### config.mk
export PLATFORM = sky130hd
export DESIGN_NAME = csb_window_packer
export DESIGN_NICKNAME = d
export VERILOG_FILES = /design/src/rtl/csb_data_pkg.sv /design/src/rtl/csb_window_packer.sv
export VERILOG_INCLUDE_DIRS = /design/src /design/src/rtl
export SDC_FILE = /design/constraint.sdc
export NUM_CORES = 1
export LEC_CHECK = 0
export ABC_AREA = 1
export ABC_CLOCK_PERIOD_IN_PS = 2800
export BUFFER_PORTS_ARGS = -buffer_cell sky130_fd_sc_hd__buf_2
export CAP_MARGIN = 20
export CORE_MARGIN = 2
export CORE_UTILIZATION = 52
export DETAILED_ROUTE_END_ITERATION = 10
export HOLD_SLACK_MARGIN = 0.1
export PLACE_DENSITY = 0.81
export SYNTH_ARGS = -nofsm -noshare
export SYNTH_HDL_FRONTEND = slang
export SYNTH_SLANG_ARGS = --single-unit
### constraint.sdc
create_clock -name clk -period 2.8 [get_ports clk]
set_input_delay 0.84 -clock clk [delete_from_list [all_inputs] [get_ports clk]]
set_output_delay 0.84 -clock clk [all_outputs]
set_load 0.1 [all_outputs]
### src/rtl/csb_defines.svh
`ifndef CSB_DEFINES_SVH
`define CSB_DEFINES_SVH

// Host command words, FIFO words and addresses
`define CSB_WORD_W 32

// Signed sample, weight and bias width, taken from the low half of a word
`define CSB_SAMPLE_W 16

// Accumulator width
`define CSB_ACC_W 40

// Window slots in each engine input buffer
`define CSB_CREDITS 2

`endif
### src/rtl/csb_data_pkg.sv
`include "csb_defines.svh"

package csb_data_pkg;

    // Kernel window sizes
    localparam int K1X1 = 1;
    localparam int K3X3 = 9;

    typedef logic signed [`CSB_SAMPLE_W-1:0] sample_t;
    typedef logic signed [`CSB_ACC_W-1:0]    acc_t;

    // Conv 1x1 window, one pair per channel
    typedef struct packed {
        sample_t            bias;
        sample_t [K1X1-1:0] data;
        sample_t [K1X1-1:0] weight;
        logic               last;   // Final input channel of this output
    } win1_t;

    // Conv 3x3 window, nine pairs per channel
    typedef struct packed {
        sample_t            bias;
        sample_t [K3X3-1:0] data;
        sample_t [K3X3-1:0] weight;
        logic               last;
    } win9_t;

    // One output value with its write-back address
    typedef struct packed {
        acc_t                   value;
        logic [`CSB_WORD_W-1:0] addr;
    } result_t;

endpackage

### src/rtl/csb_window_packer.sv
`timescale 1ns/1ns
`include "csb_defines.svh"

module csb_window_packer #(
    parameter type WIN_T = csb_data_pkg::win1_t,
    parameter int  KSIZE = 1
) (
    input  logic                   clk,
    input  logic                   rst,
    input  logic                   enable,
    input  logic [15:0]            in_ch,
    input  logic [15:0]            out_cnt,
    input  logic                   im_fifo_empty,
    input  logic                   iwb_fifo_empty,
    input  logic [`CSB_WORD_W-1:0] data,
    input  logic [`CSB_WORD_W-1:0] weightbias,
    output logic                   im_fifo_rd_en,
    output logic                   iwb_fifo_rd_en,
    output WIN_T                   win,
    output logic                   win_valid,
    input  logic                   credit_ret
);

    localparam int KW = (KSIZE > 1) ? $clog2(KSIZE) : 1;
    localparam int CW = $clog2(`CSB_CREDITS + 1);

    typedef enum logic [2:0] {PH_BIAS, PH_DATA, PH_WGT, PH_SEND, PH_DONE} phase_e;

    phase_e        ph;
    logic          pend;        // FIFO word due next cycle
    logic [KW-1:0] k_idx;
    logic [15:0]   ch_idx;
    logic [15:0]   out_idx;
    logic [CW-1:0] credits;
    logic          has_credit;
    logic          send;
    logic          last_ch;

    assign has_credit = (credits != '0);
    assign last_ch    = (ch_idx == in_ch - 16'd1);
    assign send       = enable && (ph == PH_SEND) && has_credit;

    // No reads without a credit
    assign im_fifo_rd_en  = enable && has_credit && !pend && (ph == PH_DATA) && !im_fifo_empty;
    assign iwb_fifo_rd_en = enable && has_credit && !pend &&
                            (ph == PH_BIAS || ph == PH_WGT) && !iwb_fifo_empty;

    always_ff @(posedge clk) begin
        if (rst) begin
            ph        <= PH_BIAS;
            pend      <= 1'b0;
            k_idx     <= '0;
            ch_idx    <= '0;
            out_idx   <= '0;
            win_valid <= 1'b0;
            credits   <= CW'(`CSB_CREDITS);
        end else begin
            credits   <= credits - CW'(send) + CW'(credit_ret);
            win_valid <= send;
            if (!enable) begin
                ph      <= PH_BIAS;   // Fresh start for the next job
                pend    <= 1'b0;
                k_idx   <= '0;
                ch_idx  <= '0;
                out_idx <= '0;
            end else begin
                pend <= im_fifo_rd_en || iwb_fifo_rd_en;
                if (pend) begin
                    if (ph == PH_BIAS) begin
                        ph <= PH_DATA;
                    end else if (ph == PH_DATA) begin
                        ph <= PH_WGT;
                    end else if (k_idx == KW'(KSIZE - 1)) begin
                        k_idx <= '0;
                        ph    <= PH_SEND;    // Window complete
                    end else begin
                        k_idx <= k_idx + 1'b1;
                        ph    <= PH_DATA;
                    end
                end
                if (send) begin
                    if (last_ch) begin
                        ch_idx <= '0;
                        if (out_idx == out_cnt - 16'd1) begin
                            ph <= PH_DONE;
                        end else begin
                            out_idx <= out_idx + 16'd1;
                            ph      <= PH_BIAS;
                        end
                    end else begin
                        ch_idx <= ch_idx + 16'd1;
                        ph     <= PH_DATA;   // Bias stays for the next channel
                    end
                end
            end
        end
    end

    // Window contents
    always_ff @(posedge clk) begin
        if (pend && ph == PH_BIAS) begin
            win.bias <= weightbias[`CSB_SAMPLE_W-1:0];
        end else if (pend && ph == PH_DATA) begin
            win.data[k_idx] <= data[`CSB_SAMPLE_W-1:0];
        end else if (pend && ph == PH_WGT) begin
            win.weight[k_idx] <= weightbias[`CSB_SAMPLE_W-1:0];
        end
        if (send) begin
            win.last <= last_ch;
        end
    end

endmodule

Word-level counts from Yosys, hierarchy flattened
Cells that the tools add are included.
W data, S select, Z words.
{"block": "word_totals", "output_inout_bits": 52, "input_bits": 102, "register_bits": 89}
{"block": "op_classes", "n_mux": 12, "eq_ne": 5, "bitwise_logic": 6, "addsub": 7, "order_cmp": 2, "reduce_logical": 25}
{"operator": "$add A16 B1 Y16 const B", "n": 2}
{"operator": "$bwmux W16", "n": 2}
{"operator": "$eq A16 B16 Y1", "n": 2}
{"operator": "$mux W16", "n": 2}
{"operator": "$sub A16 B1 Y16 const B", "n": 2}
{"operator": "$logic_and A1 B1 Y1", "n": 12}
{"operator": "$mux W3", "n": 4}
{"operator": "$reduce_and A3 Y1", "n": 3}
{"operator": "$eq A3 B2 Y1 const B", "n": 2}
{"operator": "$mux W2", "n": 3}
{"operator": "$not A1 Y1", "n": 6}
{"operator": "$reduce_bool A2 Y1", "n": 2}
{"operator": "$eq A3 B1 Y1 const B", "n": 1}
{"operator": "$logic_not A1 Y1", "n": 3}
{"operator": "$logic_not A3 Y1", "n": 1}
{"operator": "$add A2 B1 Y2", "n": 1}
{"operator": "$logic_or A1 B1 Y1", "n": 2}
{"operator": "$reduce_and A2 Y1", "n": 1}
{"operator": "$reduce_or A2 Y1", "n": 1}
{"operator": "$sub A2 B1 Y2", "n": 1}
{"operator": "$add A1 B1 Y1 const B", "n": 1}
{"operator": "$ge A1 B1 Y1 const B", "n": 1}
{"operator": "$lt A1 B1 Y1 const B", "n": 1}
{"operator": "$mux W1", "n": 1}

Logic depth before layout (Yosys ltp)
{"block": "depth", "ltp_word": 6, "depth_mapped": 16, "ltp_nobuf": 16}

Worst setup path after synthesis
OpenSTA, ideal clock, no wires.
{"block": "synth_timing", "path_kind": "input -> output", "startpoint": "in enable", "endpoint": "out im_fifo_rd_en", "required_time_ns": 1.960, "path_buffers": 0, "setup_slack_ns": -1.139, "stages": 4, "arrival_time_ns": 3.099, "cell_sequence": "o21ai_0 -> inv_1 -> nand2_1 -> nor3_1"}
{"block": "synth_between", "elab_chain_len": 4}
{"item": "from (decl)", "line_no": "csb_window_packer.sv:10", "source": "input logic enable,"}
{"item": "$logic_and A1 B1 Y1 (4 in series)", "line_no": "csb_window_packer.sv:44", "source": "assign im_fifo_rd_en = enable && has_credit && !pend && (ph == PH_DATA) && !im_fifo_empty;"}
{"item": "to (decl)", "line_no": "csb_window_packer.sv:17", "source": "output logic im_fifo_rd_en,"}
Every way passes these cells.

Worst setup path after layout
Ends and elaborated chain as after synthesis.

==> results by group <==
Place
  – DP HPWL: 9.03 mm
  – Routability cong.: 0.907
  – Worst slack, placed: 0.00889 ns
  – Port bufs: 121

Die
  – CORE AREA: 9330 µm²
  – Die Span X: 102 µm
  – Row count: 35
  – Boundary Pins: 154
  – Die area: 10500 µm²
  – Initial Util: 0.541
  – Die H: 102 µm

Timing
  – RSZ-0062 raised after global routing: no
  – Measured slew at the worst slew-check pin: 0.525 ns
  – Final hold viol count: 0
  – Max Slew Vio Count: 0
  – Final Skew: 0.00894 ns
  – Tcrit/Tclk final: 0.896
  – Minimum clock period: 2.51 ns
  – Post-route setup TNS: 0 ns
  – Max Fclk: approximately 400 MHz
  – Setup violations, final: 0
  – Slew margin rel.: 0.652
  – Worst setup margin: 0.292 ns

Setup path
  – Crit Path Category: in2out
  – Startpoint Class: input pin
  – Slowest cell on the critical path: nor3_2
  – Reg2reg start: ch_idx[1]
  – Type of element capturing the critical path: primary output
  – CP bufs+invs: 3
  – Crit path max-delay family: buffers and inverters
  – Slowest stage delay, CP: roughly 0.23 ns
  – R2R depth: 10
  – CP Data Required Time: 1.96 ns
  – Worst Path Arrival: 1.67 ns
  – Reg2reg end: ch_idx[14]
  – Critical-path maximum fanout: 2
  – Crit path cell chain: buf_2, o21ai_0, inv_1, nand2_1, nor3_2, buf_12
  – R2R setup slack: 0.85 ns

Flow run
  – Max Cap Violations: 0

Global routing
  – Initial antenna violation count: 0
  – Pin count of the biggest net entering global routing: 21
  – Remaining Overflow, GRT: 0
  – Global-route wire length before repair: 17.8 mm
  – Gr usage total: 0.214
  – Vias in the first global route: 3955

Power and ir drop
  – Power Density: roughly 400 nW/µm²
  – Sw power: 660 µW
  – Clk pwr share: 0.332
  – Tot Pwr: between 2 and 2.5 mW
  – Internal Power: roughly 1.8 mW
  – Leakage: 2.41 nW
  – Net Sw Frac: 0.267
  – Sequential power share: 0.555
  – Max IR drop VDD: 0.000195 V
  – Combinational cell fraction of total power: 0.113

Cells and area
  – Ant. Diodes: 0
  – Commonest non-fill, non-tap cell in the layout: nand2_1
  – Nets: between 800 and 900
  – Most frequent cells in the layout: 124 x nand2_1, 119 x buf_2, 69 x nor2_1
  – Layout cell share with drive strength beyond 1: 0.305
  – Area Growth Syn to Fin: 19.8%

Clocking
  – Clock slew at reported path FFs: 0.09 ns
  – Clk sinks: 88
  – Hold Buf Count CTS: 0
  – PostCTS Resize Cnt: 0
  – Root Buffer: clkbuf_8
  – CTS HTree Levels: 3
  – Clk_lat worst skew: 0.36 ns
  – Post-CTS Setup Inserts: 0
  – Total CTS buffers: 9
  – CTS Buffer Depth: 2
  – CTS tree: yes

Synthesis
  – Number of synthesized register bits: 88
  – Post-synthesis cell area: 5040 µm²
  – Average cell area after synthesis: 8.58 µm²
  – Syn Nets: between 600 and 700
  – Yosys warns: 0
  – Post-synthesis sequential area ratio: 0.447
  – Post-synthesis cell type count: 37
  – Post-Syn Instances: 588

Hold path
  – Hold path depth: 2
  – Hold Path End: ph[0]
  – Worst Hold Class: reg2reg
  – Hold path start: pend

Detailed routing
  – Vias post-DR: 4293
  – Router iterations before antenna repair: 5
  – Via density per instance: 5.03
  – Final WL: 11.2 mm
  – DR DRC count: 0
  – Post-route antenna net violation count: 0
  – Initial DRC count: roughly 190
  – Drt wl/cell: 13.1 µm

Outcome
  – Status: finished, final reports clean
-- worst max-delay path by stage --
| stage | startpoint | endpoint | cells past startpoint |
|---|---|---|---|
| 3_5_place_dp | in_ch[0] | out_idx[15] | 16 |
| 3_3_place_gp | in_ch[0] | out_idx[15] | 16 |
| 5_1_grt | enable | iwb_fifo_rd_en | 6 |
| 4_1_cts | enable | im_fifo_rd_en | 6 |
| 6_report | enable | im_fifo_rd_en | 6 |
| 2_1_floorplan | enable | im_fifo_rd_en | 4 |
-- cell usage after synthesis, drive strengths merged --
cell,n,area share
nand2,139,0.11
xnor2,27,0.047
xor2,31,0.054
nand3b,9,0.013
nand4,22,0.027
inv,63,0.047
a21oi,21,0.028
or2,2,0.0025
nor2,93,0.094
clkbuf,6,0.0067
nor3b,1,0.0015
nand3,40,0.054
and3,1,0.0012
nor3,20,0.021
edfxtp,49,0.29
xnor3,1,0.0047
ha,6,0.015
buf,6,0.013
nor4,2,0.0025
o21ai,10,0.0099
dfxtp,39,0.15
-- stage by stage --
stage | util | instance area (µm²) | cells | hold WS, ns
2_1_floorplan | - | 5050 | 588 | 0.469
3_3_place_gp | 0.627 | 5850 | 838 | 0.490
3_5_place_dp | 0.627 | 5850 | 838 | 0.504
4_1_cts | 0.648 | 6040 | 854 | 0.511
5_1_grt | 0.648 | 6040 | 854 | 0.521
6_report | 0.648 | 6040 | 854 | 0.504
-- worst reg2reg max path, cell delays in order (launching register included) --
cell and delay (ns):
dfxtp_1 0.40, ha_1 0.19, nand3_1 0.13, nor3_1 0.24, nand2_1 0.09, nor2_1 0.19
nand4_1 0.13, nor2_1 0.18, nand3_1 0.11, xor2_1 0.15, nor2_1 0.06
-- area by class of cell --
| type | instances | area, µm² |
|---|---|---|
| clock buffers | 9 | 124 |
| clock inverters | 7 | 65.1 |
| fillers | 788 | 3290 |
| inverters | 63 | 236 |
| multi-input cells | 425 | 2480 |
| flip-flops and latches | 88 | 2250 |
| well taps | 129 | 161 |
| repair buffers | 133 | 726 |
-- cell families (layout without fill, tap and decap cells) --
logic type / after synthesis / in the layout / share of synthesized area
buffers and inverters: 75 / 212 / 0.0663
adders and majority gates: 6 / 6 / 0.0149
xor gates and xnor gates: 59 / 59 / 0.105
AOI/OAI and AO/OA: 31 / 31 / 0.0382
and+or+nand+nor: 329 / 329 / 0.329
DFF: 88 / 88 / 0.447
-- per-layer routing --
metal | wire length, µm | global-route usage
met1 | 4920 | 0.277
met2 | 5300 | 0.365
met3 | 781 | 0.0390
met4 | 167 | 0.0656
met5 | 0 | 0
-- sequential cells by signal, summed over array words and instances, names as in the netlist --
| register | count |
|---|---|
| credits | 2 |
| win | 49 |
| pend | 1 |
| out_idx | 16 |
| ch_idx | 16 |
| ph | 3 |
| win_valid | 1 |
-- power groups by stage --
stage               clock network, mW  logic, mW  registers [mW]
floorplan                           0      0.141            1.43
global placement                    0      0.269            1.40
detailed placement                  0      0.278            1.40
CTS                             0.843      0.280            1.37
global route                    0.888      0.307            1.37
finish                          0.820      0.280            1.37
Power figures use the tool's default switching activity.
