## src/rtl/csb_defines.svh

```systemverilog
`ifndef CSB_DEFINES_SVH
`define CSB_DEFINES_SVH

// Host command words, FIFO words and addresses
`define CSB_WORD_W 32

// Signed sample, weight and bias width, taken from the low half of a word
`define CSB_SAMPLE_W 16

// Accumulator width
`define CSB_ACC_W 40

// Window slots in each engine input buffer
`define CSB_CREDITS 2

`endif
```

## src/rtl/csb_cmd_pkg.sv

```systemverilog
`include "csb_defines.svh"

package csb_cmd_pkg;

    // Five words make up one command
    localparam int CMD_WORDS = 5;

    typedef logic [2:0]             cmd_idx_t;  // Word position inside a command
    typedef logic [15:0]            cnt_t;      // Channel and output counts
    typedef logic [`CSB_WORD_W-1:0] addr_t;

    // Op type, bits 7..0 of word 0
    typedef enum logic [7:0] {
        OP_CONV1X1 = 8'd1,
        OP_CONV3X3 = 8'd2
    } op_e;

    // Decoded job, held for the whole run
    typedef struct packed {
        op_e   op;
        cnt_t  in_ch;     // Word 1 low half
        cnt_t  out_cnt;   // Word 1 high half
        addr_t w_base;    // Word 2
        addr_t d_base;    // Word 3
        addr_t wb_base;   // Word 4
    } job_t;

endpackage

```

## src/rtl/csb_addr_gen.sv

```systemverilog
`timescale 1ns/1ns
`include "csb_defines.svh"

module csb_addr_gen (
    input  logic                   clk,
    input  logic                   rst,
    input  csb_cmd_pkg::job_t      job,
    input  logic                   job_start,
    input  logic                   data_rd,
    input  logic                   wb_rd,
    output logic [`CSB_WORD_W-1:0] r_addr,
    output logic [`CSB_WORD_W-1:0] wb_addr,
    output logic [`CSB_WORD_W-1:0] w_addr,
    input  logic                   result_valid
);

    localparam int AW = `CSB_WORD_W;

    logic [AW-1:0] data_step;
    logic [AW-1:0] wb_step;
    logic [AW-1:0] res_step;

    assign data_step = AW'(data_rd);
    assign wb_step   = AW'(wb_rd);
    assign res_step  = AW'(result_valid);

    // Each address points at the next word of its stream
    always_ff @(posedge clk) begin
        if (rst) begin
            r_addr  <= '0;
            wb_addr <= '0;
            w_addr  <= '0;
        end else if (job_start) begin
            // A packer may read in the first job cycle
            r_addr  <= job.d_base + data_step;
            wb_addr <= job.w_base + wb_step;
            w_addr  <= job.wb_base;
        end else begin
            r_addr  <= r_addr + data_step;
            wb_addr <= wb_addr + wb_step;
            w_addr  <= w_addr + res_step;    // One slot per result
        end
    end

endmodule

```

## config.mk

```make
export PLATFORM = sky130hd
export DESIGN_NAME = csb_addr_gen
export DESIGN_NICKNAME = d
export VERILOG_FILES = /design/src/rtl/csb_cmd_pkg.sv /design/src/rtl/csb_addr_gen.sv
export VERILOG_INCLUDE_DIRS = /design/src /design/src/rtl
export SDC_FILE = /design/constraint.sdc
export NUM_CORES = 1
export LEC_CHECK = 0
export ABC_CLOCK_PERIOD_IN_PS = 10940
export CAP_MARGIN = 30
export CORE_MARGIN = 5
export CORE_UTILIZATION = 50
export DETAILED_ROUTE_END_ITERATION = 10
export DONT_BUFFER_PORTS = 1
export SYNTH_ARGS = -nofsm -noshare
export SYNTH_HDL_FRONTEND = slang
export SYNTH_SLANG_ARGS = --single-unit
```

## constraint.sdc

```tcl
create_clock -name clk -period 10.94 [get_ports clk]
set_input_delay 3.282 -clock clk [delete_from_list [all_inputs] [get_ports clk]]
set_output_delay 3.282 -clock clk [all_outputs]
set_load 0.03 [all_outputs]
```

======== Yosys cells after proc, flatten, opt, wreduce, memory -nomap -nowiden ========
Index checks and enable logic that the tools add are counted.
operators by class
  $add $sub $neg .......................... 5
  multiplexer cells ....................... 3
operator list
  kind                    count
  adder 32 x 1 -> 32 bit  5
  2-to-1 mux 32 bit       3
storage, ports and cells
  flip-flop bits (word level) ............. 96
  input bits .............................. 142
  output and inout port bits .............. 96
  logic and storage cells ................. 11

======== Depth between registers and ports, before layout ========
Gate-level depths: netlist of the first run.
  depth in word-level cells ............... 2
  depth in mapped cells ................... 15
  gate-level depth less buffers ........... 8

======== Least setup slack after synthesis of the first run ========
Ideal clock, no wire load.
  kind .................................... input -> register
  start ................................... input port job_start
  end ..................................... register wb_addr[31]
  library setup time ...................... 0.131 ns
  arrival time ............................ 6.171 ns
  required time ........................... 10.809 ns
  setup slack ............................. 4.638 ns
  stages .................................. 14
  path buffers ............................ 7
  cells stage by stage .................... buf_6 > buf_8 > buf_2 > buf_2 > buf_2 > buf_2 > mux2_2 > ha_1 > nand4b_1 > a222oi_1 > nand4_1 > buf_4 > nor4_1 > nor3b_1
between the ends
  word-level cells in the longest chain between the ends .. 1
ends and longest elaborated chain
  item                  RTL line            text
  start, declared       csb_addr_gen.sv:8   input logic job_start,
  2-to-1 mux 32 bit     csb_addr_gen.sv:33  end else if (job_start) begin
  end signal, assigned  csb_addr_gen.sv:36  wb_addr <= job.w_base + wb_step;
  end signal, assigned  csb_addr_gen.sv:40  wb_addr <= wb_addr + wb_step;
  end, declared         csb_addr_gen.sv:12  output logic [`CSB_WORD_W-1:0] wb_addr,
Every way passes these cells.
A chain may end at the register's enable or synchronous reset.

======== Worst setup path in the final report of the first run ========
  start ................................... input port job_start
  end ..................................... register wb_addr[27]
Same word-level chain as after synthesis.

==> results of run 1 <==
## worst min path at each step
stage / startpoint / end / slack (ns) / depth (start not counted)
2_1_floorplan: w_addr[31] / w_addr[31] / 0.70 / 2
3_3_place_gp: w_addr[31] / w_addr[31] / 0.72 / 2
3_5_place_dp: w_addr[31] / w_addr[31] / 0.73 / 2
4_1_cts: w_addr[31] / w_addr[31] / 0.74 / 2
5_1_grt: w_addr[31] / w_addr[31] / 0.76 / 2
6_report: w_addr[31] / w_addr[31] / 0.73 / 2
## worst register-to-register path: cells and delay by family, from the launching register on
kind / cells / cell delay, ns
and+or+nand+nor: 3 / 0.94
muxes: 1 / 0.22
adders and majority gates: 1 / 0.28
DFF: 1 / 0.51
AOI/OAI and AO/OA: 2 / 1.27
## layer usage
metal / GRT usage / share of wire / wire, µm / vias up
met5: 0 / 0 / 0 / -
met4: 0.0880 / 0.019 / 311 / 0
met3: 0.0848 / 0.11 / 1820 / 24
met2: 0.338 / 0.44 / 7310 / 218
met1: 0.287 / 0.43 / 7110 / 2540
li1: - / - / - / 2639
## power breakdown
| part | total, W | switching, W | internal, W |
|---|---|---|---|
| logic | 0.0000799 | 0.0000363 | 0.0000436 |
| registers | 0.000446 | 0.0000741 | 0.000372 |
| clock network | 0.000285 | 0.000131 | 0.000155 |
| total | 0.000812 | 0.000241 | 0.000571 |
## flip-flops by register name, indices dropped and copies added (netlist names)
register and count:
r_addr 32, w_addr 32, wb_addr 32
## through the flow
| step | area (µm²) | hold slack (ns) | power (W) |
|---|---|---|---|
| 3_5_place_dp | 6020 | 0.726 | 0.000534 |
| 2_1_floorplan | 6020 | 0.696 | 0.000529 |
| 4_1_cts | 6270 | 0.736 | 0.000817 |
| 3_3_place_gp | 6020 | 0.717 | 0.000531 |
| 6_report | 6270 | 0.729 | 0.000812 |
| 5_1_grt | 6270 | 0.756 | 0.000850 |
## cells by family after synthesis
kind of cell / share of synthesized area
AND/OR/NAND/NOR: 0.302
AO/OA/AOI/OAI: 0.147
flip-flops: 0.319
XOR/XNOR: 0.0830
multiplexers: 0.0975
buffers and inverters: 0.0374
adder cells (fa/ha/maj): 0.0146
## synth_stat cells, types with 7 or more instances
library cell   n
a211oi_1      22
clkbuf_1      19
o21a_1         8
and4_1         8
xor2_1        21
nor2_1        66
dfxtp_1       96
and3_1        10
o21ai_0        9
nand3_1       55
nor2b_1       14
nand2_1       56
nor3_1        32
a22oi_1       15
ha_1           7
buf_2         15
nand4_1       27
mux2_2        13
mux2i_1       44
xnor2_1       36
inv_1          7
nand3b_1      25
a21oi_1       28
o31ai_1        9
## area by class of cell
class	instances	area, µm²	share of cell area
well taps	147	184	0.0293
clock inverters	2	10.0	0.00160
inverters	8	30.0	0.00479
flip-flops and latches	96	1920	0.306
clock buffers	10	239	0.0381
repair buffers	2	15.0	0.00239
multi-input cells	581	3870	0.617
## cell usage in the layout (no fill, tap or decap), drive strengths merged, types with 4 or more instances in the layout
cell type	netlist	final
nor2b	14	14
nand3b	25	25
clkbuf	19	10
nand2b	5	5
nand2	56	56
and3	10	10
or3	6	6
xnor2	36	36
nor3	32	32
and2	5	5
o21ai	10	10
a32oi	4	4
o31a	4	4
and4	8	8
xor2	21	21
inv	7	7
nor4	8	8
nand4	30	30
o31ai	9	9
a22oi	16	16
o21a	8	8
or4	4	4
mux2	13	13
nor2	66	66
dfxtp	96	96
a211oi	22	22
ha	7	7
mux2i	44	44
nand3	55	55
nand4b	6	6
a21oi	28	28
==> impl_metrics.env, run 1 <==
export IMPL_cp_max_fo=169
export IMPL_max_stage_delay_ns=0.80
export IMPL_fmax_ghz=0.172
export IMPL_critPathLaunchType="input pin"
export IMPL_ys_seq_area_frac=0.319
export IMPL_tns_ns=0
export IMPL_drtIter0Drc=436
export IMPL_synth_top_cells_by_area="dfxtp_1 32%, mux2i_1 7.3%, xnor2_1 5.2%, nand3_1 4.6%, nor2_1 4.1%"
export IMPL_wl_um=16500
export IMPL_synth_seq_cells=96
export IMPL_root_buffer="clkbuf_16"
export IMPL_synthFlopType="dfxtp_1"
export IMPL_grt_max_degree=170
export IMPL_ff2ff_path_depth=7
export IMPL_final_layout_size_suffix_gt1_frac=0.0486
export IMPL_post_drt_wl_per_cell_um=19.6
export IMPL_drc=0
export IMPL_path_class="input pin to flip-flop"
export IMPL_coreArea_mm2=0.0119
export IMPL_cts_buffers=9
export IMPL_worst_slack_ns=5.12
export IMPL_vias=5421
export IMPL_clk_path_buf_depth=2
export IMPL_ir_worst_vdd_uv=54.7
export IMPL_ios=238
export IMPL_fin_crit_ns=5.82
export IMPL_syn_to_final_growth_pct=4.20
export IMPL_drt_pass1_iterations=5
export IMPL_synth_edf_count=0
export IMPL_yosys_cell_types_count=60
export IMPL_startpoint="job_start"
export IMPL_gp_congestion=0.882
export IMPL_setup_viol=0
export IMPL_min_period_over_period=0.532
export IMPL_dieHeight_um=120
export IMPL_cts_tree="done"
export IMPL_async_flop_share=0
export IMPL_hold_violations=0
export IMPL_outcome="finished, final reports clean"
export IMPL_finClkSkew_ns=0.00997
export IMPL_place_inst=834
export IMPL_critPathBufInv=0
export IMPL_grt_pass1_vias=5123
export IMPL_critPathRequiredTime_ns=11.20
export IMPL_p_per_area_mw_per_mm2=129
export IMPL_yosysWarnings=0
export IMPL_r2r_start="wb_addr[0]"
export IMPL_slew_violations=0
export IMPL_synth_nets=875
export IMPL_viasPerCell=6.41
export IMPL_num_antenna_cells=0
export IMPL_instances_no_fill=846
export IMPL_syn_inst=726
export IMPL_crit_chain="mux2_2, ha_1, nand4b_1, a222oi_1, nand4_1, o31a_1, nor3_1"
export IMPL_synth_top_area_frac=0.319
export IMPL_grt_use_total=0.223
export IMPL_setup_worst_path_end="wb_addr[27]"
export IMPL_grt_pass1_wl_um=26400
export IMPL_endpoint_kind="flip-flop"
export IMPL_cp_top_family="compound AO/OA/AOI/OAI gates"
export IMPL_grt_overflow=0
export IMPL_synth_area_mm2=0.00602
export IMPL_cts_resized=0
export IMPL_crit_slowest_cell="a222oi_1"
export IMPL_fp_dieW_um=120
export IMPL_max_slew_margin=0.345
export IMPL_drtAntennaViolNets=0
export IMPL_clock_sinks=96
export IMPL_placement_rows=40
export IMPL_rrSetupSlack_ns=7.65
export IMPL_timing_rr_end="wb_addr[27]"
export IMPL_hold_class="flip-flop to flip-flop"
export IMPL_tightestPinTransition_ns=0.982
export IMPL_antenna_found_initial=0
export IMPL_rsz0062_at_grt="no"
export IMPL_clock_latency_ns=0.34
export IMPL_cap_violations=0
export IMPL_leakagePower_nw=2.18
export IMPL_portBuffers=0
export IMPL_dp_hpwl_um=11900
export IMPL_ctsHoldBuffers=0
export IMPL_fin_nets=847
export IMPL_final_util=0.526
export IMPL_worstPathArrival_ns=6.07
export IMPL_path_clk_slew_ns=0.06
export IMPL_avgSynthCellArea_um2=8.29
export IMPL_post_cts_buffers=0
export IMPL_fillers=1179
export IMPL_dpl_worst_slack_ns=4.81
export IMPL_yosysTopAreaCell="dfxtp_1"
export IMPL_dieArea_mm2=0.0143
export IMPL_worstSetupPathDepth=7
export IMPL_initial_utilization=0.505
export IMPL_h_tree_depth=3
Power figures use the tool's default switching activity.
==> run 2: changes to the inputs <==
Settings changed: ABC_CLOCK_PERIOD_IN_PS 10940 to 5000, PLACE_DENSITY from default to 0.68.
Clock period 10.94 ns to 5 ns, I/O delays scaled along.
==> run 2 against run 1 <==
  * Largest cell class unchanged
  * Clock skew shrank 0.0037 ns
  * Cell area grew 0.54%
  * Critical endpoint unchanged
  * Non-clock buffer count increased by 2
  * Sequential power rose by 120%
  * Critical path type unchanged
==> impl_metrics.env, run 2 (synthesis results as in run 1) <==
export IMPL_outcome="finished, final reports clean"
export IMPL_h_tree_depth=3
export IMPL_dpl_worst_slack_ns=1.03
export IMPL_clock_sinks=96
export IMPL_max_stage_delay_ns=0.47
export IMPL_grt_pass1_vias=5279
export IMPL_cap_violations=0
export IMPL_coreArea_mm2=0.0119
export IMPL_critPathRequiredTime_ns=5.26
export IMPL_startpoint="job_start"
export IMPL_cp_max_fo=169
export IMPL_r2r_start="wb_addr[0]"
export IMPL_dieHeight_um=120
export IMPL_clk_path_buf_depth=2
export IMPL_met3_usage=0.0848
export IMPL_setup_viol=0
export IMPL_portBuffers=0
export IMPL_wl_um=16800
export IMPL_holdPathEnd="w_addr[31]"
export IMPL_num_antenna_cells=0
export IMPL_ir_worst_vdd_uv=127
export IMPL_dp_hpwl_um=12400
export IMPL_clock_latency_ns=0.34
export IMPL_drtIter0Drc=407
export IMPL_cts_resized=0
export IMPL_path_clk_slew_ns=0.06
export IMPL_critPathLaunchType="input pin"
export IMPL_initial_utilization=0.505
export IMPL_ff2ff_path_depth=8
export IMPL_rsz0062_at_grt="no"
export IMPL_path_class="input pin to flip-flop"
export IMPL_gp_congestion=0.872
export IMPL_p_per_area_mw_per_mm2=286
export IMPL_root_buffer="clkbuf_16"
export IMPL_timing_rr_end="wb_addr[27]"
export IMPL_max_slew_margin=0.364
export IMPL_use_met1=0.282
export IMPL_tightestPinTransition_ns=0.945
export IMPL_worst_slack_ns=1.20
export IMPL_rrSetupSlack_ns=2.01
export IMPL_ios=238
export IMPL_cts_tree="done"
export IMPL_min_period_over_period=0.761
export IMPL_post_cts_buffers=0
export IMPL_vias=5624
export IMPL_syn_to_final_growth_pct=4.76
export IMPL_grtUsageMet2=0.343
export IMPL_antenna_found_initial=0
export IMPL_busiest_layer="met2"
export IMPL_crit_chain="mux2_2, ha_1, nand4b_1, a222oi_1, buf_4, nand4_1, o31a_1, nor3_1"
export IMPL_drtAntennaViolNets=0
export IMPL_drt_pass1_iterations=7
export IMPL_worstPathArrival_ns=4.07
export IMPL_crit_slowest_cell="nand4_1"
export IMPL_hold_class="flip-flop to flip-flop"
export IMPL_final_layout_size_suffix_gt1_frac=0.0497
export IMPL_final_common_cell="dfxtp_1"
export IMPL_grt_use_total=0.226
export IMPL_worstHoldPathCells=2
export IMPL_drc=0
export IMPL_fmax_ghz=0.263
export IMPL_cts_buffers=9
export IMPL_fin_nets=849
export IMPL_fin_crit_ns=3.80
export IMPL_leakagePower_nw=2.19
export IMPL_grt_overflow=0
export IMPL_slew_violations=0
export IMPL_hold_violations=0
export IMPL_grt_max_degree=170
export IMPL_post_drt_wl_per_cell_um=19.7
export IMPL_fp_dieW_um=120
export IMPL_finClkSkew_ns=0.00628
export IMPL_viasPerCell=6.61
export IMPL_dieArea_mm2=0.0143
export IMPL_ctsHoldBuffers=0
export IMPL_worstHoldStart="w_addr[31]"
export IMPL_reg_top3="r_addr (32), w_addr (32), wb_addr (32)"
export IMPL_final_cell_mix="96 x dfxtp_1, 66 x nor2_1, 56 x nand2_1"
export IMPL_power_w=0.00180
export IMPL_placement_rows=40
export IMPL_tns_ns=0
export IMPL_endpoint_kind="flip-flop"
export IMPL_grt_pass1_wl_um=26800
-- run 2: critical path: cells and delay by family --
family / cells / cell delay (ns)
buffers and inverters: 1 / 0.21
muxes: 1 / 0.31
AOI/OAI and AO/OA: 2 / 0.85
adders and majority gates: 1 / 0.25
and+or+nand+nor: 3 / 0.83
-- run 2: metal layers --
| metal | vias to the layer above | routed length (µm) |
|---|---|---|
| met3 | 38 | 2030 |
| met4 | 0 | 567 |
| li1 | 2641 | - |
| met1 | 2645 | 6850 |
| met5 | - | 0 |
| met2 | 300 | 7350 |
-- run 2: how the worst max path moves through the flow --
stage             endpoint  slack, ns
4_1_cts        wb_addr[27]       1.40
5_1_grt         r_addr[31]       1.14
3_5_place_dp   wb_addr[27]       1.03
6_report       wb_addr[27]       1.20
2_1_floorplan  wb_addr[31]       0.48
3_3_place_gp    r_addr[31]       1.11
-- run 2: area by class of cell --
class,instances,area [µm²]
Multi-Input combinational cell,581,3870
Inverter,8,30.0
Sequential cell,96,1920
Tap cell,147,184
Clock buffer,15,268
Fill cell,1139,5610
Timing Repair Buffer,4,30.0
-- run 2: report_power, final --
part	total, W	switching, W	leakage (nW)	internal, W
logic	0.000177	0.0000819	1.27	0.0000955
registers	0.000979	0.000164	0.794	0.000815
clock network	0.000645	0.000282	0.130	0.000363
total	0.00180	0.000528	2.19	0.00127
-- run 2: through the flow --
| stage | instance area, µm² | cells | utilization | hold WS [ns] |
|---|---|---|---|---|
| floorplan | 6020 | 726 | - | 0.696 |
| global placement | 6040 | 836 | 0.507 | 0.717 |
| detailed placement | 6040 | 836 | 0.507 | 0.727 |
| CTS | 6300 | 851 | 0.529 | 0.735 |
| global route | 6300 | 851 | 0.529 | 0.768 |
| finish | 6300 | 851 | 0.529 | 0.734 |
