File: config.mk
export PLATFORM = sky130hd
export DESIGN_NAME = csb_mac_engine
export DESIGN_NICKNAME = d
export VERILOG_FILES = /design/src/rtl/csb_data_pkg.sv /design/src/rtl/csb_mac_engine.sv
export VERILOG_INCLUDE_DIRS = /design/src /design/src/rtl
export SDC_FILE = /design/constraint.sdc
export NUM_CORES = 1
export LEC_CHECK = 0
export BUFFER_PORTS_ARGS = -buffer_cell sky130_fd_sc_hd__buf_2
export CORE_MARGIN = 1.5
export CORE_UTILIZATION = 35
export DETAILED_ROUTE_END_ITERATION = 8
export PLACE_DENSITY = 0.5
export SYNTH_ARGS = -nofsm -noshare
export SYNTH_HDL_FRONTEND = slang
export SYNTH_SLANG_ARGS = --single-unit
File: constraint.sdc
create_clock -name clk -period 12.6 [get_ports clk]
set_input_delay 0.63 -clock clk [delete_from_list [all_inputs] [get_ports clk]]
set_output_delay 0.63 -clock clk [all_outputs]
set_load 0.02 [all_outputs]
File: src/rtl/csb_defines.svh
`ifndef CSB_DEFINES_SVH
`define CSB_DEFINES_SVH

// Host command words, FIFO words and addresses
`define CSB_WORD_W 32

// Signed sample, weight and bias width, taken from the low half of a word
`define CSB_SAMPLE_W 16

// Accumulator width
`define CSB_ACC_W 40

// Window slots in each engine input buffer
`define CSB_CREDITS 2

`endif
File: src/rtl/csb_data_pkg.sv
`include "csb_defines.svh"

package csb_data_pkg;

    // Kernel window sizes
    localparam int K1X1 = 1;
    localparam int K3X3 = 9;

    typedef logic signed [`CSB_SAMPLE_W-1:0] sample_t;
    typedef logic signed [`CSB_ACC_W-1:0]    acc_t;

    // Conv 1x1 window, one pair per channel
    typedef struct packed {
        sample_t            bias;
        sample_t [K1X1-1:0] data;
        sample_t [K1X1-1:0] weight;
        logic               last;   // Final input channel of this output
    } win1_t;

    // Conv 3x3 window, nine pairs per channel
    typedef struct packed {
        sample_t            bias;
        sample_t [K3X3-1:0] data;
        sample_t [K3X3-1:0] weight;
        logic               last;
    } win9_t;

    // One output value with its write-back address
    typedef struct packed {
        acc_t                   value;
        logic [`CSB_WORD_W-1:0] addr;
    } result_t;

endpackage

File: src/rtl/csb_mac_engine.sv
`timescale 1ns/1ns
`include "csb_defines.svh"

module csb_mac_engine #(
    parameter type WIN_T = csb_data_pkg::win1_t,
    parameter int  KSIZE = 1
) (
    input  logic                   clk,
    input  logic                   rst,
    input  WIN_T                   win,
    input  logic                   win_valid,
    output logic                   credit_ret,
    input  logic [`CSB_WORD_W-1:0] w_addr,
    output csb_data_pkg::result_t  result,
    output logic                   result_valid
);

    localparam int DEPTH = `CSB_CREDITS;
    localparam int PW    = (DEPTH > 1) ? $clog2(DEPTH) : 1;
    localparam int CW    = $clog2(DEPTH + 1);

    WIN_T                 fifo_mem [DEPTH];
    logic [PW-1:0]        wr_ptr;
    logic [PW-1:0]        rd_ptr;
    logic [CW-1:0]        fill;
    logic                 pop;

    logic                 s1_valid;
    WIN_T                 s1_win;
    csb_data_pkg::acc_t   mul [KSIZE];
    logic                 s2_valid;
    csb_data_pkg::acc_t   s2_prod [KSIZE];
    csb_data_pkg::acc_t   s2_bias;
    logic                 s2_last;
    logic                 first;      // Next window opens a new output
    csb_data_pkg::acc_t   acc;
    csb_data_pkg::acc_t   acc_sum;
    csb_data_pkg::acc_t   res_value;

    // Pipeline takes one window per cycle
    assign pop        = (fill != '0);
    assign credit_ret = pop;

    always_ff @(posedge clk) begin
        if (rst) begin
            wr_ptr       <= '0;
            rd_ptr       <= '0;
            fill         <= '0;
            s1_valid     <= 1'b0;
            s2_valid     <= 1'b0;
            result_valid <= 1'b0;
            first        <= 1'b1;
        end else begin
            if (win_valid) begin
                wr_ptr <= (wr_ptr == PW'(DEPTH - 1)) ? '0 : wr_ptr + 1'b1;
            end
            if (pop) begin
                rd_ptr <= (rd_ptr == PW'(DEPTH - 1)) ? '0 : rd_ptr + 1'b1;
            end
            fill         <= fill + CW'(win_valid) - CW'(pop);
            s1_valid     <= pop;
            s2_valid     <= s1_valid;
            result_valid <= s2_valid && s2_last;
            if (s2_valid) begin
                first <= s2_last;
            end
        end
    end

    // Products of the KSIZE pairs
    always_comb begin
        for (int i = 0; i < KSIZE; i++) begin
            mul[i] = $signed(s1_win.data[i]) * $signed(s1_win.weight[i]);
        end
    end

    // Bias seeds the first channel only
    always_comb begin
        acc_sum = first ? s2_bias : acc;
        for (int i = 0; i < KSIZE; i++) begin
            acc_sum = acc_sum + s2_prod[i];
        end
    end

    always_ff @(posedge clk) begin
        if (win_valid) begin
            fifo_mem[wr_ptr] <= win;
        end
        if (pop) begin
            s1_win <= fifo_mem[rd_ptr];        // Cycle N accept
        end
        if (s1_valid) begin
            s2_prod <= mul;                     // Multiply stage
            s2_bias <= $signed(s1_win.bias);
            s2_last <= s1_win.last;
        end
        if (s2_valid) begin
            acc <= acc_sum;                     // Accumulate stage
            if (s2_last) begin
                res_value <= acc_sum;
            end
        end
    end

    assign result.value = res_value;
    assign result.addr  = w_addr;

endmodule

; Yosys cells after proc, flatten, opt, wreduce, memory -nomap -nowiden
; Memory sizes are Yosys's and may differ from the RTL's. A register that Yosys moved wholly into a read port is not among the register bits.
; Index checks and enable logic that the tools add are counted.
[word_totals]
in_bits = 84
mem_count = 1
out_inout_bits = 74
ramBits = 98
regBits = 145
[classes]
addsub = 5
n_reduce_logical = 3
muxes = 5
mul = 1
[memory_table]
columns = name, words, width, rd, rd_clocked_by_memory_dff, wr, line_no
row1 = fifo_mem, 2, 49, 1, 1, 1, csb_mac_engine.sv:22  ; WIN_T fifo_mem [DEPTH];
[ops]
columns = op, n
row1 = $add 40x40->40, 1
row2 = $mux 40, 1
row3 = $mul 16x16->32, 1
row4 = $mux 1, 4
row5 = $add 1x1->1 const B, 2
row6 = $add 2x1->2, 1
row7 = $reduce_and 2->1, 1
row8 = $reduce_bool 2->1, 1
row9 = $sub 2x1->2, 1
row10 = $logic_and 1x1->1, 1

; Logic depth before layout (Yosys ltp)
; Gate-level depths: netlist (run 1).
[logic_depth]
word_depth = 2
mapped_depth = 24

; Worst setup path before layout (run 1)
; No wires, ideal clock.
[synth_timing]
path_type = register to register
startpoint = register, netlist name s1_win[32]
endpoint = register s2_prod[30] (netlist name), data pin
period_less_slack_ps = 6162
required_ps = 12342
arrival_time_ps = 5904
setup_slack_ps = 6438
path_stages_with_launch = 23
setup_ps = 258
cell_sequence = edfxtp_1 clkbuf_1 nand2_1 inv_1 fa_1 fa_1 fa_1 fa_1 fa_1 inv_1 fa_1 inv_1 ha_1 clkbuf_1 a21oi_1 o21bai_1 a21oi_1 o21ai_0 a22o_1 a311o_1 a31o_2 a21oi_1 xnor2_1
[synth_rtl]
columns = item, line_no
row1 = "end signal, assigned", csb_mac_engine.sv:93  ; s2_prod <= mul;
row2 = "end, declared", csb_mac_engine.sv:32  ; csb_data_pkg::acc_t s2_prod [KSIZE];

==> flow_summary.json, run 1 <==
{
  "status": "completed",
  "hold_viol_final": 0,
  "hold_depth": 1,
  "fmaxAchievable_ghz": 0.152,
  "synth.net_count": 2299,
  "fp.dieArea_um2": 63400,
  "finish.utilization": 0.392,
  "syn2layout_area_growth_pct": 10.0,
  "synth-warning-count": 0,
  "final_max_slew_viol_count": 0,
  "cts_resized": 0,
  "drive_gt1_frac": 0.123,
  "final_cells": 2687,
  "slowest_delay_ns": 0.83,
  "clk_pin_slew_ns": 0.06,
  "final-setup-viol-count": 0,
  "cts.sinks": 284,
  "clockBufferDepth": 3,
  "nets": 2348,
  "maxCapViolCount": 0,
  "grt_overflow": 0,
  "synth-edff-count": 276,
  "chipWidth_um": 252,
  "rsz0062_at_grt": "false",
  "remaining_drc_errors": 0,
  "grt_first_pass_wirelength_mm": 75.8,
  "setup_tns_ns": 0,
  "cp-start-kind": "flip-flop",
  "antenna_found_initial": 1,
  "critPathRequiredTime_ns": 12.90,
  "fin_crit_sh": 0.521,
  "crit_slowest_cell": "fa_1",
  "relSlewSlack": 0.267,
  "crit_family": "adder cells",
  "grt_max_degree": 51,
  "synth_cell_types": 63,
  "ys_seq_area_frac": 0.390,
  "gp_congestion": 0.840,
  "rr_worst_depth": 20,
  "cp_num_buf_inv": 3,
  "crit_path_cell_trace": "nand2_1 > inv_1 > fa_1 > fa_1 > fa_1 > fa_1 > fa_1 > inv_1 > fa_1 > inv_1 > ha_1 > a21o_1 > a21oi_1 > nor2b_1 > o21ai_0 > nand2b_1 > a211oi_1 > nor3b_1 > a211oi_1 > xnor2_1",
  "post_cts_buffers": 0,
  "core_um2": 60700,
  "top_level_ports": 158,
  "r2r-start": "s1_win[2]",
  "rrSetupSlack_ns": 6.04,
  "routed_wl_mm": 46.4,
  "place_inst": 2625,
  "start_util": 0.357,
  "drt_iter0_markers": 791,
  "startpoint": "s1_win[2]",
  "synthesis.area_um2": 21600,
  "cp.depth": 20,
  "end_kind": "flip-flop",
  "grt_pass1_vias": 13688,
  "row_count": 90,
  "cp.arrival_ns": 6.86,
  "holdWs_ns": 0.251,
  "numCtsBuffers": 34,
  "synth_cells": 1830,
  "ys_top_cells_by_area": "edfxtp_1 38%, fa_1 24%, ha_1 7.1%, inv_1 5.6%, and2_1 3.7%",
  "vias": 12768,
  "port-buffer-count": 93,
  "track_usage": 0.152,
  "crit_end": "s2_prod[38]",
  "drt-vias-per-instance": 4.75,
  "cts_hold_buf": 0,
  "async_flop_share": 0,
  "crit_path_max_fanout": 16,
  "reg2reg_to": "s2_prod[38]",
  "chipHeight_um": 252,
  "tightest_slew_ns": 1.10,
  "skew_ns": 0.0195,
  "antenna_left": 0,
  "syn_avg_cell_area_um2": 11.8,
  "synth_top_cell_by_area": "edfxtp_1",
  "synth_top_area_frac": 0.383,
  "clockRootBuffer": "clkbuf_16",
  "finalCriticalPeriod_ns": 6.56,
  "dp_hpwl_mm": 35.1,
  "cp_common_cell": "fa_1",
  "critPathKind": "flip-flop to flip-flop",
  "dr.pass1.iters": 5,
  "synth-main-ff-cell": "edfxtp_1",
  "wl_per_cell_um": 17.3,
  "diodes": 0,
  "cts_max_level": 2,
  "hp-class": "input pin to flip-flop",
  "cts_tree": "done",
  "ys_ff_latch": 284,
  "clk_latency_ns": 0.56
}
registers in the layout (all words and copies together), names as in the netlist, 2 cells and up:
signal	flops
res_value	40
s1_win	49
acc	40
fill	2
s2_bias	16
s2_prod	32
fifo_mem	98
cell families after synthesis:
kind of cell,synth area share
DFF,0.390
muxes,0.0337
buffers and inverters,0.0770
AOI/OAI and AO/OA,0.0656
adders and majority gates,0.314
xor gates and xnor gates,0.0287
and+or+nand+nor,0.0910
routing by layer:
metal | wire length [um] | vias up | track usage
met2 | 20600 | 234 | 0.240
li1 | - | 6054 | -
met1 | 22900 | 6428 | 0.216
met4 | 810 | 0 | 0.0351
met3 | 2080 | 52 | 0.0292
met5 | 0 | - | 0
cell usage in the layout, fill, tap and decap left out, types with 19 or more instances in the layout:
cell type and n:
and2_1 127, xor2_1 22, a21oi_1 59, ha_1 122, clkbuf_16 35, nand3_1 19
a21o_1 29, fa_1 263, nand2_1 149, nor2_1 40, inv_1 323, mux2_2 63
o21ai_0 54, xnor2_1 49, buf_2 93, edfxtp_1 276
cells in the mapped netlist, drive strengths merged, types with 5 or more instances:
master	instances
a211oi	15
a21o	29
a21oi	59
and2	129
buf	36
clkbuf	51
dfxtp	8
edfxtp	276
fa	263
ha	122
inv	324
mux2	63
nand2	150
nand2b	10
nand3	19
nand4	5
nor2	40
nor2b	13
nor3	14
o211ai	7
o21a	8
o21ai	60
o21bai	13
or3	5
xnor2	49
xor2	22
per-stage QoR:
step / instance area [um2] / setup WS [ns]
finish: 23800 / 6.04
global route: 23800 / 5.49
CTS: 23800 / 5.98
detailed placement: 22700 / 6.01
global placement: 22700 / 6.10
floorplan: 21600 / 6.44
worst min path at each step:
stage,startpoint,end,slack [ns]
after detailed placement,s1_win[39],s2_bias[6],0.41
after global routing,win[1],fifo_mem[1][1],0.21
after CTS,win[1],fifo_mem[0][1],0.21
after floorplan,s1_win[33],s2_bias[0],0.40
final,win[1],fifo_mem[1][1],0.25
after global placement,s1_win[43],s2_bias[10],0.40
area by class of cell:
cell class | count | area (um2)
clock buffers | 47 | 951
clock inverters | 15 | 156
fillers | 5831 | 36900
inverters | 324 | 1220
multi-input cells | 1135 | 11500
flip-flops and latches | 284 | 8450
well taps | 782 | 978
repair buffers | 100 | 518
Power of run 1 is not shown: default switching activity piles up to over one toggle a cycle in this logic, so the estimate is an artifact.
==> inputs of run 2 (changes only) <==
- PLACE_DENSITY: 0.5 -> 0.52
- clock period: 12.6 -> 5.7 ns (I/O delays scaled with it)
==> run 2 against run 1 <==
Die area did not move. Hold slack improved by 0.16 ns. Core utilization rose by 3.8 points. Cell area rose by 9.6%. First-iteration DRC count fell by 30%. The flow now finishes with violations (negative setup slack). Largest cell class unchanged. Sequential cell count did not move. Fmax rose by 10%. Wire length rose by 0.60%.
==> flow_summary.json, run 2 (synthesized netlist as in run 1, its figures left out) <==
{
  "routed_wl_mm": 46.6,
  "drive_gt1_frac": 0.236,
  "drt_iter0_markers": 550,
  "fp.dieArea_um2": 63400,
  "tightest_slew_ns": 1.06,
  "remaining_drc_errors": 0,
  "violations": "negative setup slack",
  "row_count": 90,
  "clk_latency_ns": 0.59,
  "status": "complete, but fails checks",
  "finish.utilization": 0.430,
  "track_usage": 0.150,
  "hp-class": "flip-flop to flip-flop",
  "critPathRequiredTime_ns": 6.03,
  "startpoint": "s1_win[30]",
  "setup_tns_ns": -0.703,
  "finalCriticalPeriod_ns": 5.94,
  "final-setup-viol-count": 8,
  "top_level_ports": 158,
  "chipWidth_um": 252,
  "reg_top3": "fifo_mem: 98 flops, s1_win: 49 flops",
  "end_kind": "flip-flop",
  "grt_max_degree": 51,
  "fmaxAchievable_ghz": 0.168,
  "maxCapViolCount": 0,
  "fin_area_um2": 26100,
  "vias": 13539,
  "grt_pass1_vias": 14559,
  "clockBufferDepth": 3,
  "cp-start-kind": "flip-flop",
  "syn2layout_area_growth_pct": 20.5,
  "cts.sinks": 284,
  "hold_viol_final": 0,
  "wl_per_cell_um": 16.0,
  "port-buffer-count": 93,
  "r2r-start": "s1_win[30]",
  "gp_congestion": 0.866,
  "cts_tree": "done",
  "nets": 2576,
  "numCtsBuffers": 31,
  "fin_crit_sh": 1.04,
  "largest_reg_flops": 98,
  "rsz0062_at_grt": "true",
  "clk_pin_slew_ns": 0.06,
  "grt_first_pass_wirelength_mm": 76.5,
  "relSlewSlack": 0.291,
  "chipHeight_um": 252,
  "antenna_left": 0,
  "layout_setup_ws_ns": -0.242,
  "antenna_found_initial": 0,
  "dr.pass1.iters": 5,
  "final_cell_mix": "312 x inv_1, 276 x edfxtp_1, 241 x fa_1",
  "final_common_cell": "inv_1",
  "cts_max_level": 1,
  "hold_start": "s1_win[38]",
  "drt-vias-per-instance": 4.65,
  "dp_hpwl_mm": 36.1,
  "clockRootBuffer": "clkbuf_16",
  "grt_overflow": 0,
  "critPathKind": "flip-flop to flip-flop",
  "core_um2": 60700,
  "regMostFlops": "fifo_mem",
  "start_util": 0.357,
  "cp.arrival_ns": 6.27,
  "crit_path_max_fanout": 9,
  "place_area_um2": 23800,
  "final_max_slew_viol_count": 0,
  "skew_ns": 0.0189,
  "diodes": 0
}
run 2: changes by cell type in the layout (fill, tap and decap cells not counted), sizes merged:
cell	delta
dlygate4sd3	+51
clkinv	-2
clkinvlp	+1
buf	+180
inv	-1
clkbuf	-2
run 2: stage by stage:
stage | hold slack, ns | std cells | worst slack (ns)
6_report | 0.416 | 2914 | -0.242
5_1_grt | 0.404 | 2914 | -0.482
4_1_cts | 0.385 | 2901 | -0.277
3_5_place_dp | 0.405 | 2764 | -0.370
3_3_place_gp | 0.404 | 2764 | -0.267
2_1_floorplan | 0.357 | 1830 | -0.00450
run 2: worst paths after layout:
check | slack [ns] | cells past startpoint | endpoint
worst min-delay path | 0.42 | 0 | s2_bias[5]
worst min register to register | 0.42 | 0 | s2_bias[5]
worst max register to register | -0.24 | 22 | s2_prod[30]
worst max-delay path | -0.24 | 22 | s2_prod[30]
run 2: area by class of cell:
type / count / area, um2
Clock buffer: 45 / 858
Fill cell: 5695 / 34600
Inverter: 324 / 1220
Sequential cell: 284 / 8450
Clock inverter: 13 / 116
Tap cell: 782 / 978
Timing Repair Buffer: 331 / 2470
Multi-Input combinational cell: 1135 / 12000
run 2: worst max-delay path, stage by stage (launching register included):
cell	delay (ns)
edfxtp_1	0.47
buf_4	0.22
and2_1	0.16
fa_1	0.50
inv_1	0.05
fa_2	0.34
fa_1	0.53
inv_1	0.05
fa_1	0.49
fa_1	0.53
inv_1	0.05
fa_1	0.47
inv_1	0.06
ha_4	0.21
a21o_1	0.16
a21o_1	0.16
a21oi_2	0.15
o21ai_2	0.09
a22o_1	0.21
a311o_1	0.34
a31o_2	0.21
a21oi_2	0.14
xnor2_1	0.10
run 2: routing by layer:
layer / global-route usage / vias up / wire (um)
met4: 0.0312 / 0 / 789
met3: 0.0202 / 56 / 1470
met2: 0.250 / 225 / 21900
met5: 0 / - / 0
met1: 0.208 / 6742 / 22500
li1: - / 6516 / -
run 2: repair_timing:
action	in CTS	in global routing
endpoints found under the setup margin	12	16
hold endpoints to repair	105	0
gates resized for setup	52	67
hold buffers	51	0
pin swaps	36	58
buffers inserted	28	16
Power of run 2 is left out for the same reason.
==> inputs of run 3 (changes only) <==
- CORE_UTILIZATION: 35 -> 32
- CTS_BUF_LIST: unset -> sky130_fd_sc_hd__clkbuf_4 sky130_fd_sc_hd__clkbuf_8
- PLACE_DENSITY: 0.52 -> 0.48
==> run 3 against run 2 <==
The run still ends with negative setup slack left. Core utilization down 3.6 points. Cell area up 1.1%. Fmax up 1.3%. Register-to-register slack better by 0.07 ns. Wire length up 4.0%. Worst setup slack better by 0.075 ns. Sequential share of layout area down 0.36 points. Critical path type unchanged. Via count up 0.87%.
==> flow_summary.json, run 3 (synthesized netlist as in run 1, its figures left out) <==
{
  "clk_pin_slew_ns": 0.06,
  "ff_latch_area_um2": 8450,
  "maxCapViolCount": 0,
  "drt_iter0_markers": 685,
  "final_cell_mix": "311 x inv_1, 276 x edfxtp_1, 245 x fa_1",
  "layout_setup_ws_ns": -0.168,
  "track_usage": 0.144,
  "dp_hpwl_mm": 37.3,
  "critPathRequiredTime_ns": 6.09,
  "dr.pass1.iters": 5,
  "regMostFlops": "fifo_mem",
  "final_common_cell": "inv_1",
  "finish.utilization": 0.394,
  "chipWidth_um": 263,
  "antenna_found_initial": 0,
  "vias": 13657,
  "hp-class": "input pin to flip-flop",
  "syn2layout_area_growth_pct": 21.9,
  "final-setup-viol-count": 9,
  "clockRootBuffer": "clkbuf_8",
  "hold_viol_final": 0,
  "cp.arrival_ns": 6.26,
  "reg_top3": "fifo_mem: 98 flops, s1_win: 49 flops",
  "start_util": 0.323,
  "core_um2": 67000,
  "crit_path_cell_trace": "buf_6 > nand2_1 > fa_1 > inv_1 > fa_1 > fa_1 > fa_1 > fa_1 > inv_1 > fa_1 > inv_2 > ha_4 > a21o_1 > a21o_1 > a21oi_2 > o21ai_2 > a22o_1 > a311o_1 > a31o_2 > a21oi_2 > xnor2_1",
  "crit_path_max_fanout": 6,
  "cp_common_cell": "fa_1",
  "clk_latency_ns": 0.65,
  "chipHeight_um": 263,
  "slowest_delay_ns": 0.53,
  "grt_first_pass_wirelength_mm": 79.9,
  "routed_wl_mm": 48.5,
  "place_inst": 2864,
  "drive_gt1_frac": 0.252,
  "n_fill_cell": 6501,
  "grt_pass1_vias": 15238,
  "status": "complete, but fails checks",
  "finalCriticalPeriod_ns": 5.87,
  "cts_max_level": 2,
  "row_count": 95,
  "critPathKind": "flip-flop to flip-flop",
  "cts_tree": "done",
  "fp.dieArea_um2": 69200,
  "rsz0062_at_grt": "true",
  "antenna_left": 0,
  "fin_crit_sh": 1.03,
  "setup_tns_ns": -0.892,
  "relSlewSlack": 0.283,
  "nets": 2618,
  "holdWs_ns": 0.359,
  "multi_input_area_um2": 12000,
  "cp-start-kind": "flip-flop",
  "fmaxAchievable_ghz": 0.170,
  "final_cells": 3061,
  "top_level_ports": 158,
  "port-buffer-count": 93,
  "end_kind": "flip-flop",
  "remaining_drc_errors": 0,
  "final_max_slew_viol_count": 0,
  "drt-vias-per-instance": 4.46,
  "tightest_slew_ns": 1.08,
  "wl_per_cell_um": 15.8,
  "skew_ns": 0.0537,
  "clockBufferDepth": 3,
  "gp_congestion": 0.836,
  "cts.sinks": 284,
  "crit_slowest_cell": "fa_1",
  "grt_max_degree": 51,
  "numCtsBuffers": 50,
  "diodes": 0,
  "violations": "negative setup slack",
  "grt_overflow": 0,
  "largest_reg_flops": 98
}
-- run 3: path summary, 6_finish.rpt --
path              start               to  slack (ns)  cells after the start
max          s1_win[27]      s2_prod[30]       -0.17                     21
min             win[38]  fifo_mem[1][38]        0.36                      2
max reg2reg  s1_win[27]      s2_prod[30]       -0.17                     21
min reg2reg  s1_win[33]       s2_bias[0]        0.37                      0
-- run 3: area by class of cell --
class | instances | share of cell area
timing repair buffer | 354 | 0.100
inverter | 324 | 0.0461
sequential | 284 | 0.320
tap | 873 | 0.0414
multi-input combinational | 1135 | 0.453
clock inverter | 31 | 0.00972
clock buffer | 60 | 0.0289
-- run 3: metal layers --
metal / vias up / wire [um] / GRT usage
li1: 6595 / - / -
met1: 6743 / 22800 / 0.192
met2: 251 / 22800 / 0.241
met3: 68 / 1750 / 0.0234
met4: 0 / 1080 / 0.0412
met5: - / 0 / 0
-- run 3: repair_timing --
item                                   CTS  global route
cloned                                   0             0
hold buffers                            52             0
setup endpoints to repair               11            17
endpoints found under the hold margin  106             0
gates resized for setup                 65            43
pin swaps                               42            43
buffers inserted                        42            15
-- run 3: through the flow --
stage | worst slack [ns] | cell area (um2)
2_1_floorplan | -0.00450 | 21800
3_5_place_dp | -0.357 | 24000
5_1_grt | -0.403 | 26400
6_report | -0.168 | 26400
3_3_place_gp | -0.282 | 24000
4_1_cts | -0.207 | 26100
-- run 3: critical path: cells and delay by family, from the launching register on --
family,cells,cell delay (ns)
fa+ha+maj,7,3.23
compound gates,8,1.44
flops,1,0.52
buf+inv,4,0.29
xor+xnor,1,0.08
simple gates,1,0.07
Power of run 3 is left out for the same reason.
